--- config.mk ---
export PLATFORM = sky130hd
export DESIGN_NAME = krz_sys_top
export DESIGN_NICKNAME = d
export VERILOG_FILES = /design/src/verilog/krz_map.sv /design/src/verilog/krz_sysbus.sv /design/src/verilog/krz_gpreg.sv /design/src/verilog/krz_uart.sv /design/src/verilog/krz_sys_top.sv
export SDC_FILE = /design/constraint.sdc
export NUM_CORES = 1
export LEC_CHECK = 0
export ABC_AREA = 1
export BUFFER_PORTS_ARGS = -buffer_cell sky130_fd_sc_hd__buf_4
export CORE_ASPECT_RATIO = 0.7
export CORE_UTILIZATION = 55
export DETAILED_ROUTE_END_ITERATION = 10
export PLACE_DENSITY = 0.75
export SETUP_SLACK_MARGIN = 0.2
export SLEW_MARGIN = 10
export SYNTH_ARGS = -nofsm -noshare
export SYNTH_HDL_FRONTEND = slang
export SYNTH_SLANG_ARGS = --single-unit
--- constraint.sdc ---
create_clock -name clk -period 4.3 [get_ports clk]
set_input_delay 1.29 -clock clk [delete_from_list [all_inputs] [get_ports clk]]
set_output_delay 1.29 -clock clk [all_outputs]
set_load 0.02 [all_outputs]
--- src/verilog/krz_map.sv ---
// ================================================
// System address map, UART timing and bus request types
// Imported by the bridge, the peripherals and the testbench
// ================================================

package krz_map;

    // ================================================
    // Address map

    // Page field sits in address bits 15:8
    localparam int PAGE_LSB = 8;
    localparam int PAGE_W   = 8;

    // One-hot page bits, 0x800100 and 0x800200
    localparam int PAGE_GPREG = 0;
    localparam int PAGE_UART  = 1;

    // ================================================
    // Peripheral constants

    // Identification word at GPREG index 0
    localparam logic [31:0] GPREG_ID = 32'h4b52_5a31;
    localparam int GPREG_COUNT = 8;
    localparam int GPREG_IDX_W = 3;

    // Serial bit time in clocks
    localparam int UART_CLKS_PER_BIT = 8;
    localparam int UART_CNT_W = $clog2(UART_CLKS_PER_BIT);

    // ================================================
    // Bus request structs

    // Crossbar side, held stable while stb is high
    typedef struct packed {
        logic [23:0] adr;
        logic [31:0] dat;
        logic        we;
        logic [3:0]  sel;
        logic        stb;
    } sys_req_t;

    // GPREG side, always a full word
    typedef struct packed {
        logic [7:0]  adr;
        logic [31:0] dat;
        logic        we;
        logic        stb;
    } gpreg_req_t;

endpackage

--- src/verilog/krz_sysbus.sv ---
// ================================================
// System page bridge from the crossbar to GPREG and UART
// Checks each request, then runs it as one word or as byte steps
// ================================================

`timescale 1ns/1ns

module krz_sysbus (
    input  logic                clk,
    input  logic                rstz,
    // Crossbar
    input  krz_map::sys_req_t   sys_req_i,
    output logic [31:0]         sys_dat_o,
    output logic                sys_ack_o,
    output logic                sys_err_o,
    // GPREG
    output krz_map::gpreg_req_t gpreg_req_o,
    input  logic [31:0]         gpreg_dat_i,
    input  logic                gpreg_ack_i,
    // UART
    output logic [7:0]          uart_dat_o,
    output logic                uart_we_o,
    output logic                uart_stb_o,
    input  logic [7:0]          uart_dat_i,
    input  logic                uart_ack_i
);
    import krz_map::*;

    typedef enum logic [1:0] {
        GNT_NONE,
        GNT_GPREG,
        GNT_UART
    } gnt_t;

    typedef enum logic [2:0] {
        IDLE,
        READ8,
        WRITE8,
        READ32,
        WRITE32,
        ACK,
        ERROR
    } state_t;

    logic [PAGE_W-1:0] page;
    logic sel_valid;
    logic align_valid;
    logic page_gpreg;
    logic page_uart;
    logic req_valid;

    gnt_t   gnt;
    state_t state, next_state;
    logic   gpreg_stb;

    // Latched transaction
    logic        is_write;
    logic [7:0]  addr;
    logic [31:0] data;
    // Bytes still pending after the current one
    logic [3:1]  more;

    // Muxed peripheral response
    logic [31:0] read_data;
    logic        ack;

    // ================================================
    // Request check

    // Only 1, 2 or 4 bytes from lane 0 upward
    assign sel_valid = (sys_req_i.sel == 4'b0001) ||
                       (sys_req_i.sel == 4'b0011) ||
                       (sys_req_i.sel == 4'b1111);
    assign align_valid = (sys_req_i.adr[1:0] == 2'b00);

    // Exactly one known page bit
    assign page       = sys_req_i.adr[PAGE_LSB +: PAGE_W];
    assign page_gpreg = (page == (PAGE_W'(1) << PAGE_GPREG));
    assign page_uart  = (page == (PAGE_W'(1) << PAGE_UART));

    assign req_valid = sel_valid & align_valid & (page_gpreg | page_uart);

    // ================================================
    // Grant and peripheral strobes

    always_ff @(posedge clk or negedge rstz) begin
        if (!rstz) begin
            gnt        <= GNT_NONE;
            gpreg_stb  <= 1'b0;
            uart_stb_o <= 1'b0;
        end else if (state == IDLE && sys_req_i.stb && req_valid) begin
            if (page_gpreg) begin
                gnt       <= GNT_GPREG;
                gpreg_stb <= 1'b1;
            end else begin
                gnt        <= GNT_UART;
                uart_stb_o <= 1'b1;
            end
        end else if (next_state == ACK) begin
            // Last ack taken, release the peripheral
            gnt        <= GNT_NONE;
            gpreg_stb  <= 1'b0;
            uart_stb_o <= 1'b0;
        end
    end

    // ================================================
    // Transaction FSM

    always_ff @(posedge clk or negedge rstz) begin
        if (!rstz) begin
            state <= IDLE;
        end else begin
            state <= next_state;
        end
    end

    always_comb begin
        next_state = state;
        case (state)
            IDLE: begin
                if (sys_req_i.stb) begin
                    if (!req_valid) begin
                        next_state = ERROR;
                    end else if (page_gpreg) begin
                        next_state = sys_req_i.we ? WRITE32 : READ32;
                    end else begin
                        next_state = sys_req_i.we ? WRITE8 : READ8;
                    end
                end
            end
            READ32, WRITE32: begin
                if (ack) next_state = ACK;
            end
            // Done once no byte is left behind the current one
            READ8, WRITE8: begin
                if (ack && !more[1]) next_state = ACK;
            end
            // Error strobe goes out while ACK holds off the dropped stb
            ERROR:   next_state = ACK;
            ACK:     next_state = IDLE;
            default: next_state = IDLE;
        endcase
    end

    // ================================================
    // Data and byte sequencing

    always_ff @(posedge clk) begin
        case (state)
            IDLE: begin
                if (sys_req_i.stb && req_valid) begin
                    is_write <= sys_req_i.we;
                    // Reads start from zero so bytes shift into a clean word
                    data     <= sys_req_i.we ? sys_req_i.dat : 32'h0;
                    addr     <= sys_req_i.adr[7:0];
                    more     <= sys_req_i.sel[3:1];
                end
            end
            READ32: begin
                if (ack) data <= read_data;
            end
            WRITE8: begin
                if (ack) begin
                    // Next byte down into lane 0
                    data <= {8'h0, data[31:8]};
                    more <= {1'b0, more[3:2]};
                end
            end
            READ8: begin
                if (ack) begin
                    // New byte in from the bottom
                    data <= {data[23:0], read_data[7:0]};
                    more <= {1'b0, more[3:2]};
                end
            end
            default: begin
            end
        endcase
    end

    // ================================================
    // Peripheral wiring

    assign gpreg_req_o.adr = addr;
    assign gpreg_req_o.dat = data;
    assign gpreg_req_o.we  = is_write;
    assign gpreg_req_o.stb = gpreg_stb;

    assign uart_dat_o = data[7:0];
    assign uart_we_o  = is_write;

    // Response from the granted peripheral only
    always_comb begin
        case (gnt)
            GNT_GPREG: begin
                ack       = gpreg_ack_i;
                read_data = gpreg_dat_i;
            end
            GNT_UART: begin
                ack       = uart_ack_i;
                read_data = {24'h0, uart_dat_i};
            end
            default: begin
                ack       = 1'b0;
                read_data = 32'h0;
            end
        endcase
    end

    // ================================================
    // Crossbar response

    // One-cycle strobes, registered
    always_ff @(posedge clk or negedge rstz) begin
        if (!rstz) begin
            sys_ack_o <= 1'b0;
            sys_err_o <= 1'b0;
        end else begin
            sys_ack_o <= (next_state == ACK) && (state != ERROR);
            sys_err_o <= (state == ERROR);
        end
    end

    assign sys_dat_o = data;

endmodule

--- src/verilog/krz_gpreg.sv ---
// ================================================
// Eight general-purpose 32-bit registers on the system page
// Index 0 is a read-only ID word, the rest are read/write
// ================================================

`timescale 1ns/1ns

module krz_gpreg (
    input  logic                clk,
    input  logic                rstz,
    input  krz_map::gpreg_req_t req_i,
    output logic [31:0]         dat_o,
    output logic                ack_o
);
    import krz_map::*;

    logic [31:0] regs [1:GPREG_COUNT-1];
    logic [GPREG_IDX_W-1:0] idx;
    logic [31:0] rd_word;
    logic        access;

    // Word index from address bits 4:2
    assign idx = req_i.adr[2 +: GPREG_IDX_W];

    // One access per strobe, the ack cycle blocks a repeat
    assign access = req_i.stb & ~ack_o;

    // Index 0 falls through to the ID
    always_comb begin
        rd_word = GPREG_ID;
        for (int i = 1; i < GPREG_COUNT; i++) begin
            if (idx == GPREG_IDX_W'(i)) rd_word = regs[i];
        end
    end

    // ================================================
    // Register file and ack

    always_ff @(posedge clk or negedge rstz) begin
        if (!rstz) begin
            ack_o <= 1'b0;
            for (int i = 1; i < GPREG_COUNT; i++) begin
                regs[i] <= 32'h0;
            end
        end else begin
            ack_o <= access;
            // Writes to index 0 are dropped
            for (int i = 1; i < GPREG_COUNT; i++) begin
                if (access && req_i.we && idx == GPREG_IDX_W'(i)) begin
                    regs[i] <= req_i.dat;
                end
            end
        end
    end

    // Read data lines up with ack
    always_ff @(posedge clk) begin
        if (access) dat_o <= rd_word;
    end

endmodule

--- src/verilog/krz_uart.sv ---
// ================================================
// Byte-wide 8N1 UART with a one-byte receive holding register
// Strobed by the bridge, ack paces each byte
// ================================================

`timescale 1ns/1ns

module krz_uart (
    input  logic       clk,
    input  logic       rstz,
    input  logic [7:0] dat_i,
    input  logic       we_i,
    input  logic       stb_i,
    output logic [7:0] dat_o,
    output logic       ack_o,
    input  logic       rx_i,
    output logic       tx_o
);
    import krz_map::*;

    localparam logic [UART_CNT_W-1:0] BIT_LAST = UART_CNT_W'(UART_CLKS_PER_BIT - 1);
    localparam logic [UART_CNT_W-1:0] BIT_HALF = UART_CNT_W'(UART_CLKS_PER_BIT / 2);

    // Transmitter
    logic [9:0]            tx_frame;
    logic [3:0]            tx_bits;
    logic [UART_CNT_W-1:0] tx_cnt;
    logic                  tx_busy;
    logic                  tx_load;

    // Receiver
    logic [1:0]            rx_sync;
    logic                  rx_bit;
    logic                  rx_active;
    logic [3:0]            rx_idx;
    logic [UART_CNT_W-1:0] rx_cnt;
    logic [7:0]            rx_shift;
    logic [7:0]            rx_hold;
    logic                  rx_valid;
    logic                  rx_done;
    logic                  rd_take;

    // ================================================
    // Bus side

    assign tx_busy = (tx_bits != 4'd0);
    assign tx_load = stb_i & we_i & ~tx_busy & ~ack_o;
    assign rd_take = stb_i & ~we_i & rx_valid & ~ack_o;

    always_ff @(posedge clk or negedge rstz) begin
        if (!rstz) begin
            ack_o <= 1'b0;
        end else begin
            ack_o <= tx_load | rd_take;
        end
    end

    always_ff @(posedge clk) begin
        if (rd_take) dat_o <= rx_hold;
    end

    // ================================================
    // Transmitter

    // Stop, data LSB first, start, shifted out from bit 0
    always_ff @(posedge clk or negedge rstz) begin
        if (!rstz) begin
            tx_frame <= '1;
            tx_bits  <= 4'd0;
            tx_cnt   <= '0;
        end else if (tx_load) begin
            tx_frame <= {1'b1, dat_i, 1'b0};
            tx_bits  <= 4'd10;
            tx_cnt   <= '0;
        end else if (tx_busy) begin
            if (tx_cnt == BIT_LAST) begin
                tx_cnt   <= '0;
                tx_frame <= {1'b1, tx_frame[9:1]};
                tx_bits  <= tx_bits - 4'd1;
            end else begin
                tx_cnt <= tx_cnt + 1'b1;
            end
        end
    end

    // Idle high
    assign tx_o = tx_frame[0];

    // ================================================
    // Receiver

    assign rx_bit = rx_sync[1];

    // Stop bit sampled high
    assign rx_done = rx_active && (rx_cnt == BIT_LAST) && (rx_idx == 4'd9) && rx_bit;

    always_ff @(posedge clk or negedge rstz) begin
        if (!rstz) begin
            rx_sync   <= 2'b11;
            rx_active <= 1'b0;
            rx_idx    <= 4'd0;
            rx_cnt    <= '0;
        end else begin
            rx_sync <= {rx_sync[0], rx_i};
            if (!rx_active) begin
                // Falling edge starts a frame, first sample half a bit later
                if (!rx_bit) begin
                    rx_active <= 1'b1;
                    rx_idx    <= 4'd0;
                    rx_cnt    <= BIT_HALF;
                end
            end else if (rx_cnt == BIT_LAST) begin
                rx_cnt <= '0;
                rx_idx <= rx_idx + 4'd1;
                // False start, or frame over at the stop bit
                if ((rx_idx == 4'd0 && rx_bit) || rx_idx == 4'd9) rx_active <= 1'b0;
            end else begin
                rx_cnt <= rx_cnt + 1'b1;
            end
        end
    end

    // Data bits arrive LSB first
    always_ff @(posedge clk) begin
        if (rx_active && rx_cnt == BIT_LAST && rx_idx != 4'd0 && rx_idx != 4'd9) begin
            rx_shift <= {rx_bit, rx_shift[7:1]};
        end
        if (rx_done) rx_hold <= rx_shift;
    end

    // New byte wins over a read in the same cycle
    always_ff @(posedge clk or negedge rstz) begin
        if (!rstz) begin
            rx_valid <= 1'b0;
        end else if (rx_done) begin
            rx_valid <= 1'b1;
        end else if (rd_take) begin
            rx_valid <= 1'b0;
        end
    end

endmodule

--- src/verilog/krz_sys_top.sv ---
// ================================================
// System peripheral subsystem, bridge plus GPREG and UART
// ================================================

`timescale 1ns/1ns

module krz_sys_top (
    input  logic              clk,
    input  logic              rstz,
    // Crossbar port
    input  krz_map::sys_req_t sys_req_i,
    output logic [31:0]       sys_dat_o,
    output logic              sys_ack_o,
    output logic              sys_err_o,
    // Serial lines
    input  logic              uart_rx_i,
    output logic              uart_tx_o
);
    import krz_map::*;

    // Bridge to GPREG
    gpreg_req_t  gpreg_req;
    logic [31:0] gpreg_dat;
    logic        gpreg_ack;

    // Bridge to UART
    logic [7:0]  uart_wdat;
    logic [7:0]  uart_rdat;
    logic        uart_we;
    logic        uart_stb;
    logic        uart_ack;

    krz_sysbus u_sysbus (
        .clk         (clk),
        .rstz        (rstz),
        .sys_req_i   (sys_req_i),
        .sys_dat_o   (sys_dat_o),
        .sys_ack_o   (sys_ack_o),
        .sys_err_o   (sys_err_o),
        .gpreg_req_o (gpreg_req),
        .gpreg_dat_i (gpreg_dat),
        .gpreg_ack_i (gpreg_ack),
        .uart_dat_o  (uart_wdat),
        .uart_we_o   (uart_we),
        .uart_stb_o  (uart_stb),
        .uart_dat_i  (uart_rdat),
        .uart_ack_i  (uart_ack)
    );

    krz_gpreg u_gpreg (
        .clk   (clk),
        .rstz  (rstz),
        .req_i (gpreg_req),
        .dat_o (gpreg_dat),
        .ack_o (gpreg_ack)
    );

    krz_uart u_uart (
        .clk   (clk),
        .rstz  (rstz),
        .dat_i (uart_wdat),
        .we_i  (uart_we),
        .stb_i (uart_stb),
        .dat_o (uart_rdat),
        .ack_o (uart_ack),
        .rx_i  (uart_rx_i),
        .tx_o  (uart_tx_o)
    );

endmodule

==> reports/metrics.yaml <==
holdPathStages: 0
crit_chain: "inv_1 -> ha_1 -> nand3_1 -> inv_1 -> nand3_1 -> inv_1 -> nor2_1 -> nor2_2 -> nand2_1 -> o21ai_0 -> a21oi_1"
post_synth_and_or_nand_nor_area_fraction: 0.134
place_congestion: 0.825
grt_pass1_wl_mm: 66.3
cts_sinks: 357
cts_resized: 0
synthCells: 1598
clkLatencyLatePin_ns: 0.52
post-route-util: 0.644
dp.cells: 1963
place_area_um2: 16300
die_h_um: 142
fin_area_um2: 17500
yosysUniqueCellTypes: 39
p_per_area_nw_per_um2: 509
period_needed_ns: 3.09
critPathMaxStageDelay_ns: 0.68
seqPwrFrac: 0.467
cpMaxStageDelayCell: "nor2_2"
syn-cell-area_um2: 15400
wl_mm: 41.9
timing.slew.headroom: 0.212
cts_setup_buffers: 0
initial_core_util: 0.569
die_area_um2: 28800
drive_gt1_frac: 0.126
htreeDepth: 2
worstSetupEndpoint: "u_uart.tx_bits[2]$_DFFE_PN0P_"
grt_pass1_vias: 11800
drc: 0
clock.fmax_ghz: 0.323
setup.worst_path.end_class: "flop"
grt_max_degree: 93
required_ns: 4.70
hold_class: "reg2reg"
die_x_um: 202
cellInternalPower_mw: 6.20
leakage_nw: 7.63
worstSetupPathType: "reg2reg"
crit_fanout: 24
status: "finished, final reports clean"
peakVddDrop_v: 0.000333
cts_buffers: 35
setup_viol: 0
final.period_utilization: 0.719
yosysWarnings: 0
cts_tree: "yes"
io_pins: 100
dominantRegCellSynth: "dfrtp_1"
gr-total-overflow: 0
ys_ff_latch: 357
path_common_cell: "inv_1"
final_cells: 2026
area_delta_synth_final_pct: 13.3
tightest_slew_ns: 1.18
dp_hpwl_mm: 26.2
crit_arrival_ns: 3.50
path_buf_inv: 3
switchingPower_mw: 2.71
synthArstFlopShare: 0.734
cts_max_path_buffers: 3
port_buffers: 88
yosysSeqAreaShare: 0.610
synthAdderAreaFrac: 0.00973
antenna_cells: 0
timing.rr.end: "u_uart.tx_bits[2]$_DFFE_PN0P_"
fin_nets: 1713
cts_hold_buffers: 0
hold_violations: 0
finalMaxSlewViolations: 0
fillers: 2111
synth_top_family_by_area: "compound AO/OA/AOI/OAI gates"
rsz0062_at_grt: "no"
fin_worst_skew_ns: 0.0171
r2r_start: "u_uart.tx_bits[0]$_DFFE_PN0P_"
avgSynthCellArea_um2: 9.66
antenna_found_initial: 0
routed-via-count: 12200
clockRootBuffer: "clkbuf_16"
via_per_inst: 6.01
synth_xor_area_frac: 0.00113
yosys-mux-area-fraction: 0.00146
synth-compound-area-share: 0.161
drt_iter0_drc: 1420
reg2reg_depth: 11
tns_ns: 0
p_comb_frac: 0.166
critPathLaunch: "u_uart.tx_bits[0]$_DFFE_PN0P_"
routedWlPerCell_um: 20.7
path_clk_slew_ns: 0.06
synth-edff-count: 95
clockPowerShare: 0.366
synth.net_count: 1675
switching_share: 0.304
rows: 50
drv_cap: 0
core_um2: 27200
grt_usage: 0.299
drt_first_pass_iters: 5
path_depth: 11
critPathLaunchType: "flop"
antenna_left: 0
rrSetupSlack_ns: 1.21
crit_family: "simple AND/OR/NAND/NOR gates"
routing by layer:
layer | vias up | global-route usage | routed length [um] | share of wire
li1 | 5469 | - | - | -
met1 | 5941 | 0.441 | 18200 | 0.43
met3 | 88 | 0.0575 | 4130 | 0.099
met2 | 673 | 0.454 | 18500 | 0.44
met5 | - | 0 | 0 | 0
met4 | 0 | 0.0839 | 1050 | 0.025
per-stage QoR:
| step | total power [mW] | setup slack (ns) | hold slack (ns) |
|---|---|---|---|
| floorplan | 5.06 | 0.317 | 0.345 |
| global placement | 5.63 | 1.11 | 0.349 |
| detailed placement | 5.67 | 1.05 | 0.349 |
| CTS | 8.92 | 1.21 | 0.362 |
| global route | 9.19 | 0.839 | 0.364 |
| finish | 8.91 | 1.21 | 0.361 |
worst min path at each step:
| stage | start | endpoint | slack, ns |
|---|---|---|---|
| finish | u_uart.rx_sync[0]$_DFF_PN1_ | u_uart.rx_sync[1]$_DFF_PN1_ | 0.36 |
| global route | u_uart.rx_sync[0]$_DFF_PN1_ | u_uart.rx_sync[1]$_DFF_PN1_ | 0.36 |
| CTS | u_uart.rx_sync[0]$_DFF_PN1_ | u_uart.rx_sync[1]$_DFF_PN1_ | 0.36 |
| detailed placement | u_uart.rx_sync[0]$_DFF_PN1_ | u_uart.rx_sync[1]$_DFF_PN1_ | 0.35 |
| global placement | u_uart.rx_sync[0]$_DFF_PN1_ | u_uart.rx_sync[1]$_DFF_PN1_ | 0.35 |
| floorplan | u_uart.rx_sync[0]$_DFF_PN1_ | u_uart.rx_sync[1]$_DFF_PN1_ | 0.35 |
cell usage after synthesis (2+ instances only):
| master | number | area, um^2 |
|---|---|---|
| a21oi_1 | 141 | 706 |
| a221oi_1 | 6 | 52.6 |
| a22o_1 | 10 | 87.6 |
| a31oi_1 | 20 | 125 |
| buf_1 | 3 | 11.3 |
| buf_2 | 30 | 150 |
| buf_4 | 36 | 270 |
| clkbuf_1 | 49 | 184 |
| dfrtp_1 | 251 | 6280 |
| dfstp_2 | 11 | 289 |
| edfxtp_1 | 95 | 2850 |
| ha_1 | 12 | 150 |
| inv_1 | 169 | 634 |
| inv_2 | 4 | 15.0 |
| mux2_2 | 2 | 22.5 |
| nand2_1 | 263 | 987 |
| nand2_2 | 3 | 18.8 |
| nand3_1 | 73 | 365 |
| nand4_1 | 9 | 56.3 |
| nor2_1 | 132 | 495 |
| nor2_2 | 8 | 50.1 |
| nor2_4 | 2 | 22.5 |
| nor3_1 | 4 | 20.0 |
| o2111ai_1 | 13 | 114 |
| o211ai_1 | 29 | 218 |
| o21ai_0 | 148 | 741 |
| o21ai_1 | 2 | 10.0 |
| o221ai_1 | 11 | 96.3 |
| o22ai_1 | 51 | 319 |
| or2_2 | 2 | 12.5 |
flip-flops by register name (all words and copies together) (netlist names), 2 cells and up:
register	cells
u_gpreg.regs	224
u_uart.rx_cnt	3
u_sysbus.sys_dat_o	32
u_uart.tx_bits	4
u_sysbus.addr	3
u_uart.tx_frame	9
u_gpreg.dat_o	32
u_sysbus.more	3
u_uart.rx_sync	2
u_uart.dat_o	8
u_uart.rx_idx	4
u_uart.rx_shift	8
u_uart.rx_hold	8
u_sysbus.gnt	2
u_sysbus.state	3
u_uart.tx_cnt	3
power by group through the flow:
stage | registers, mW | logic [mW] | clock network (mW)
finish | 4.16 | 1.48 | 3.26
global route | 4.19 | 1.59 | 3.41
CTS | 4.15 | 1.47 | 3.29
detailed placement | 4.21 | 1.46 | 0
global placement | 4.21 | 1.42 | 0
floorplan | 4.06 | 0.998 | 0
final cells by class:
class / instances / area, um^2 / share of cell area
clock buffers: 49 / 1050 / 0.0603
inverters: 173 / 649 / 0.0371
flip-flops and latches: 357 / 9420 / 0.539
well taps: 364 / 455 / 0.0261
repair buffers: 119 / 938 / 0.0537
clock inverters: 14 / 171 / 0.00980
multi-input cells: 950 / 4790 / 0.274
logic make-up (layout without fill, tap and decap cells):
group | Yosys count | in the layout
and+or+nand+nor | 501 | 501
AOI/OAI and AO/OA | 433 | 433
DFF | 357 | 357
buffers and inverters | 291 | 355
adders and majority gates | 12 | 12
xor gates and xnor gates | 2 | 2
muxes | 2 | 2
cells in the final DEF (no fill, tap or decap), drive strengths merged, types with 5 or more instances in the layout:
master   Yosys  routed
a21oi      141     141
a221oi       6       6
a22o        10      10
a31oi       20      20
buf         69     119
clkbuf      49      49
clkinv       0       8
dfrtp      251     251
dfstp       11      11
edfxtp      95      95
ha          12      12
inv        173     174
nand2      266     266
nand3       74      74
nand4        9       9
nor2       142     142
nor3         5       5
o2111ai     13      13
o211ai      29      29
o21ai      150     150
o221ai      11      11
o22ai       51      51
Note: power is estimated with default switching activity, not from simulation.
